File: src/bp_params.svh
`ifndef BP_PARAMS_SVH
`define BP_PARAMS_SVH

// program counter width
`define BP_ADDR_WIDTH 32

// global history bits, one non-bias weight per bit
`define BP_HISTORY_LEN 16

// perceptron rows, keep a power of two
`define BP_TABLE_ENTRIES 64

// signed weight width
`define BP_WEIGHT_BITS 8

// floor(1.93 * 16 + 14)
`define BP_THRESHOLD 44

`endif

File: src/mips_core_pkg.sv
`include "bp_params.svh"

package mips_core_pkg;

    // resolved or predicted direction of a branch
    typedef enum logic {
        NOT_TAKEN = 1'b0,
        TAKEN     = 1'b1
    } BranchOutcome;

    typedef logic [`BP_ADDR_WIDTH-1:0] addr_t;

endpackage

File: src/perceptron_pkg.sv
`include "bp_params.svh"

package perceptron_pkg;

    // one saturating weight
    typedef logic signed [`BP_WEIGHT_BITS-1:0] weight_t;

    // dot product, wide enough for every weight at full scale
    typedef logic signed [31:0] sum_t;

    // row select into the weight table
    typedef logic [$clog2(`BP_TABLE_ENTRIES)-1:0] index_t;

    // bit 0 holds the newest outcome
    typedef logic [`BP_HISTORY_LEN-1:0] history_t;

endpackage

File: src/bp_ifs.sv


// resolved branches coming back from the pipeline
interface bp_fb_if;

    logic                        valid;
    mips_core_pkg::addr_t        pc;
    mips_core_pkg::BranchOutcome prediction;
    mips_core_pkg::BranchOutcome outcome;
    perceptron_pkg::history_t    ghr;

    modport trainer (
        input valid,
        input pc,
        input prediction,
        input outcome,
        input ghr
    );

    modport history (
        input  valid,
        input  outcome,
        output ghr
    );

endinterface

File: src/global_history.sv
`timescale 1ns/1ps

`include "bp_params.svh"

module global_history (
    input  logic     clk,
    input  logic     rst_n,
    bp_fb_if.history fb
);

    perceptron_pkg::history_t ghr_q;
    perceptron_pkg::history_t ghr_next;
    logic                     taken_bit;

    assign taken_bit = (fb.outcome == mips_core_pkg::TAKEN);

    // newest outcome enters at bit 0, oldest falls off the top
    always_comb begin
        ghr_next = {ghr_q[`BP_HISTORY_LEN-2:0], taken_bit};
    end

    always_ff @(posedge clk or negedge rst_n) begin
        if (!rst_n) begin
            ghr_q <= '0;
        end else if (fb.valid) begin
            ghr_q <= ghr_next;
        end
    end

    assign fb.ghr = ghr_q;

endmodule

File: src/flat_wrapper.sv
// flat-port wrapper written by rule: the top's interface ports become plain ports
module global_history_flat 
  (clk, rst_n, fb_valid, fb_outcome, fb_ghr);
  bp_fb_if fb_i ();
  input  logic clk;
  input  logic rst_n;
  input wire logic [$bits(fb_i.valid)-1:0] fb_valid;
  input wire logic [$bits(fb_i.outcome)-1:0] fb_outcome;
  output wire logic [$bits(fb_i.ghr)-1:0] fb_ghr;
  assign fb_i.valid = fb_valid;
  assign fb_i.outcome = fb_outcome;
  assign fb_ghr = fb_i.ghr;
  global_history u_core (.clk(clk), .rst_n(rst_n), .fb(fb_i));
endmodule
File: config.mk
export PLATFORM = sky130hd
export DESIGN_NAME = global_history_flat
export DESIGN_NICKNAME = d
export VERILOG_FILES = /design/src/mips_core_pkg.sv /design/src/perceptron_pkg.sv /design/src/bp_ifs.sv /design/src/global_history.sv /design/src/flat_wrapper.sv
export VERILOG_INCLUDE_DIRS = /design/src
export SDC_FILE = /design/constraint.sdc
export NUM_CORES = 1
export LEC_CHECK = 0
export BUFFER_PORTS_ARGS = -buffer_cell sky130_fd_sc_hd__buf_2
export CAP_MARGIN = 20
export CORE_MARGIN = 3
export CORE_UTILIZATION = 40
export DETAILED_ROUTE_END_ITERATION = 10
export MAX_ROUTING_LAYER = met4
export PLACE_DENSITY_LB_ADDON = 0.2
export SYNTH_ARGS = -nofsm -noshare
export SYNTH_HDL_FRONTEND = slang
export SYNTH_SLANG_ARGS = --single-unit
File: constraint.sdc
create_clock -name clk -period 1.05 [get_ports clk]
set_clock_uncertainty 0.15 [all_clocks]
set_input_delay 0.315 -clock clk [delete_from_list [all_inputs] [get_ports clk]]
set_output_delay 0.315 -clock clk [all_outputs]
set_load 0.01 [all_outputs]
==> key figures <==
Placed design
  – GPL Wtd Cong: between 0.7 and 0.8
  – Placed insts: 67
  – IO Port Bufs: 19
  – Detailed placer's ending HPWL: 868 µm

Clocking
  – H-tree depth: 1
  – Reg clk slew, reported paths: 0.09 ns
  – Clock buffer count from CTS: 3
  – Clk_lat worst skew: between 0.2 and 0.3 ns
  – Root Buffer: clkbuf_4
  – Max Buffers Root-to-Sink: 2
  – CTS sink cnt: 16
  – CTS tree: built

Timing
  – Final Hold Fails: 0
  – Highest clock rate: 776 MHz
  – Setup Viol. Count Final: 23
  – Period utilisation layout: 123%
  – Slew Viols, Final: 0
  – Slew headroom: between 70% and 80%
  – RSZ-0062 raised after global routing: yes
  – Fin Hold WS: approximately 0.13 ns
  – Final min period: 1.29 ns
  – Final setup margin: -0.239 ns
  – Slew at the pin closest to its max-slew limit: 0.354 ns

Global route
  – Largest net degree at the start of global routing: 17
  – Tot GR Track Use: between 10% and 20%
  – Vias in the first global route: 450
  – Initial antenna violation count: 0
  – First-pass GRT wire length: between 2000 and 2500 µm
  – Overflow after GRT: 0

Critical path
  – Reg2Reg Depth: 3
  – Worst EP arrival: 0.82 ns
  – Worst Setup SP: u_core.fb.ghr[6]
  – CP max-delay cell: dfrtp_1
  – Critical Path Sink Type: primary output
  – Worst reg2reg path endpoint: u_core.fb.ghr[9]
  – CP required: ~0.58 ns
  – CP Cell Sequence: buf_2
  – CP max FO: 2
  – Max incr delay on CP: roughly 0.40 ns
  – Crit start category: flip-flop
  – Crit path max-delay family: flip-flops
  – Buf/Inv on CP: 1
  – Crit path depth: 1
  – Critical Path Sink: fb_ghr[6]
  – R2R setup slack: -0.13 ns
  – Worst r2r src: u_core.fb.ghr[9]
  – Kind of critical path: flip-flop to primary output

Synthesis
  – Post-synthesis cell area: 649 µm²
  – Yosys reg bits: 16
  – Synth cell types: 5
  – Cells after synthesis: 34
  – Seq/Total Area, Yosys: 61.7%
  – YS warnings: 0
  – Post-Syn Area per Cell: 19.1 µm²
  – Syn_nets: 38

Drt
  – Starting DRC count in detailed routing: 3
  – Via density: around 4.7
  – Pre-antenna DRT Iters: 2
  – DR DRC count: 0
  – Drt total wl: 1310 µm
  – DRT antenna net count: 0
  – Vias: 416
  – Mean routed wirelength per cell: ~15 µm

Run status
  – Failing checks: negative setup slack
  – Status: finished, violations left

Die
  – Row count: 13
  – Die Wd: 46.3 µm
  – Die Ht: between 40 and 50 µm
  – Core footprint: 0.00142 mm²
  – Die ar.: 0.00214 mm²
  – Boundary Pins: 20
  – Initial core utilization: 45.9%

Finish
  – Post-Layout Cell Count: 88
  – Nets: 79
  – Max FFs per register: 16
  – Commonest non-fill, non-tap cell in the layout: buf_2
  – Area delta synth->final: 47.0%
  – Antenna cells: 0
  – Commonest cells after routing, fill and taps aside: buf_2 (17), dfrtp_1 (16), mux2_4 (12), buf_4 (11), buf_6 (8)
  – Share of post-route cells with drive strength above 1: 76.7%

Power
  – PD cells: 2680 mW/mm²
  – Peak VDD IR: 1.59 mV
  – Leak: approximately 0.51 nW

Flow run
  – Max Cap Viol: 0

Min path
  – Worst Hold Class: input port to flip-flop
metrics by stage:
stage	instance area, µm²	setup slack (ns)	total power (W)	TNS [ns]	util (%)
3_5_place_dp	752	-0.156	0.00180	-1.98	53.1
4_1_cts	890	-0.250	0.00242	-3.79	62.9
6_report	955	-0.239	0.00255	-4.09	67.5
2_1_floorplan	653	-0.0729	0.00146	-0.729	-
5_1_grt	955	-0.284	0.00274	-5.09	67.5
3_3_place_gp	752	-0.129	0.00174	-1.73	53.1
cells in the mapped netlist (all sizes together):
library cell	count	area (µm²)
dfrtp	16	400
buf	2	31.3
mux2	16	218
layout make-up:
| class | instances | area (µm²) |
|---|---|---|
| Clock buffer | 3 | 22.5 |
| Fill cell | 102 | 460 |
| Multi-Input combinational cell | 16 | 225 |
| Sequential cell | 16 | 400 |
| Tap cell | 15 | 18.8 |
| Timing Repair Buffer | 38 | 288 |
worst min-delay path by stage:
stage | startpoint | end | slack (ns) | depth (start not counted)
2_1_floorplan | rst_n | u_core.fb.ghr[0] | -0.13 | 0
3_3_place_gp | rst_n | u_core.fb.ghr[12] | 0.07 | 1
3_5_place_dp | rst_n | u_core.fb.ghr[11] | 0.09 | 1
4_1_cts | fb_outcome | u_core.fb.ghr[0] | 0.11 | 2
5_1_grt | fb_outcome | u_core.fb.ghr[0] | 0.11 | 2
6_report | fb_outcome | u_core.fb.ghr[0] | 0.13 | 2
worst register-to-register path: stages, from the launching register on:
cell and delay [ns]:
dfrtp_1 0.39, buf_4 0.13, buf_4 0.12, mux2_4 0.26
cell families (layout without fill, tap and decap cells):
kind of cell / after synthesis / in the layout / share of synthesized area, %
buf+inv: 2 / 41 / 4.82
flops: 16 / 16 / 61.7
mux: 16 / 16 / 33.5
power breakdown:
part / internal [W] / switching (W)
Clock: 0.000133 / 0.000165
Combinational: 0.000828 / 0.000438
Sequential: 0.000851 / 0.000140
repair_timing:
action,4_1_cts,5_1_grt
setup buffers,14,6
hold buffers,1,0
endpoints found under the setup margin,16,29
endpoints found under the hold margin,16,0
resized for setup,0,10
pin swaps,0,0
routing by layer:
layer  vias up  share of wire, %  track usage, %
met3         0               6.5            5.08
li1        195                 -               -
met4         0                 0            3.41
met1       205                42            15.1
met2        16                52            26.9
met5         -                 0               -
Power figures use the tool's default switching activity.
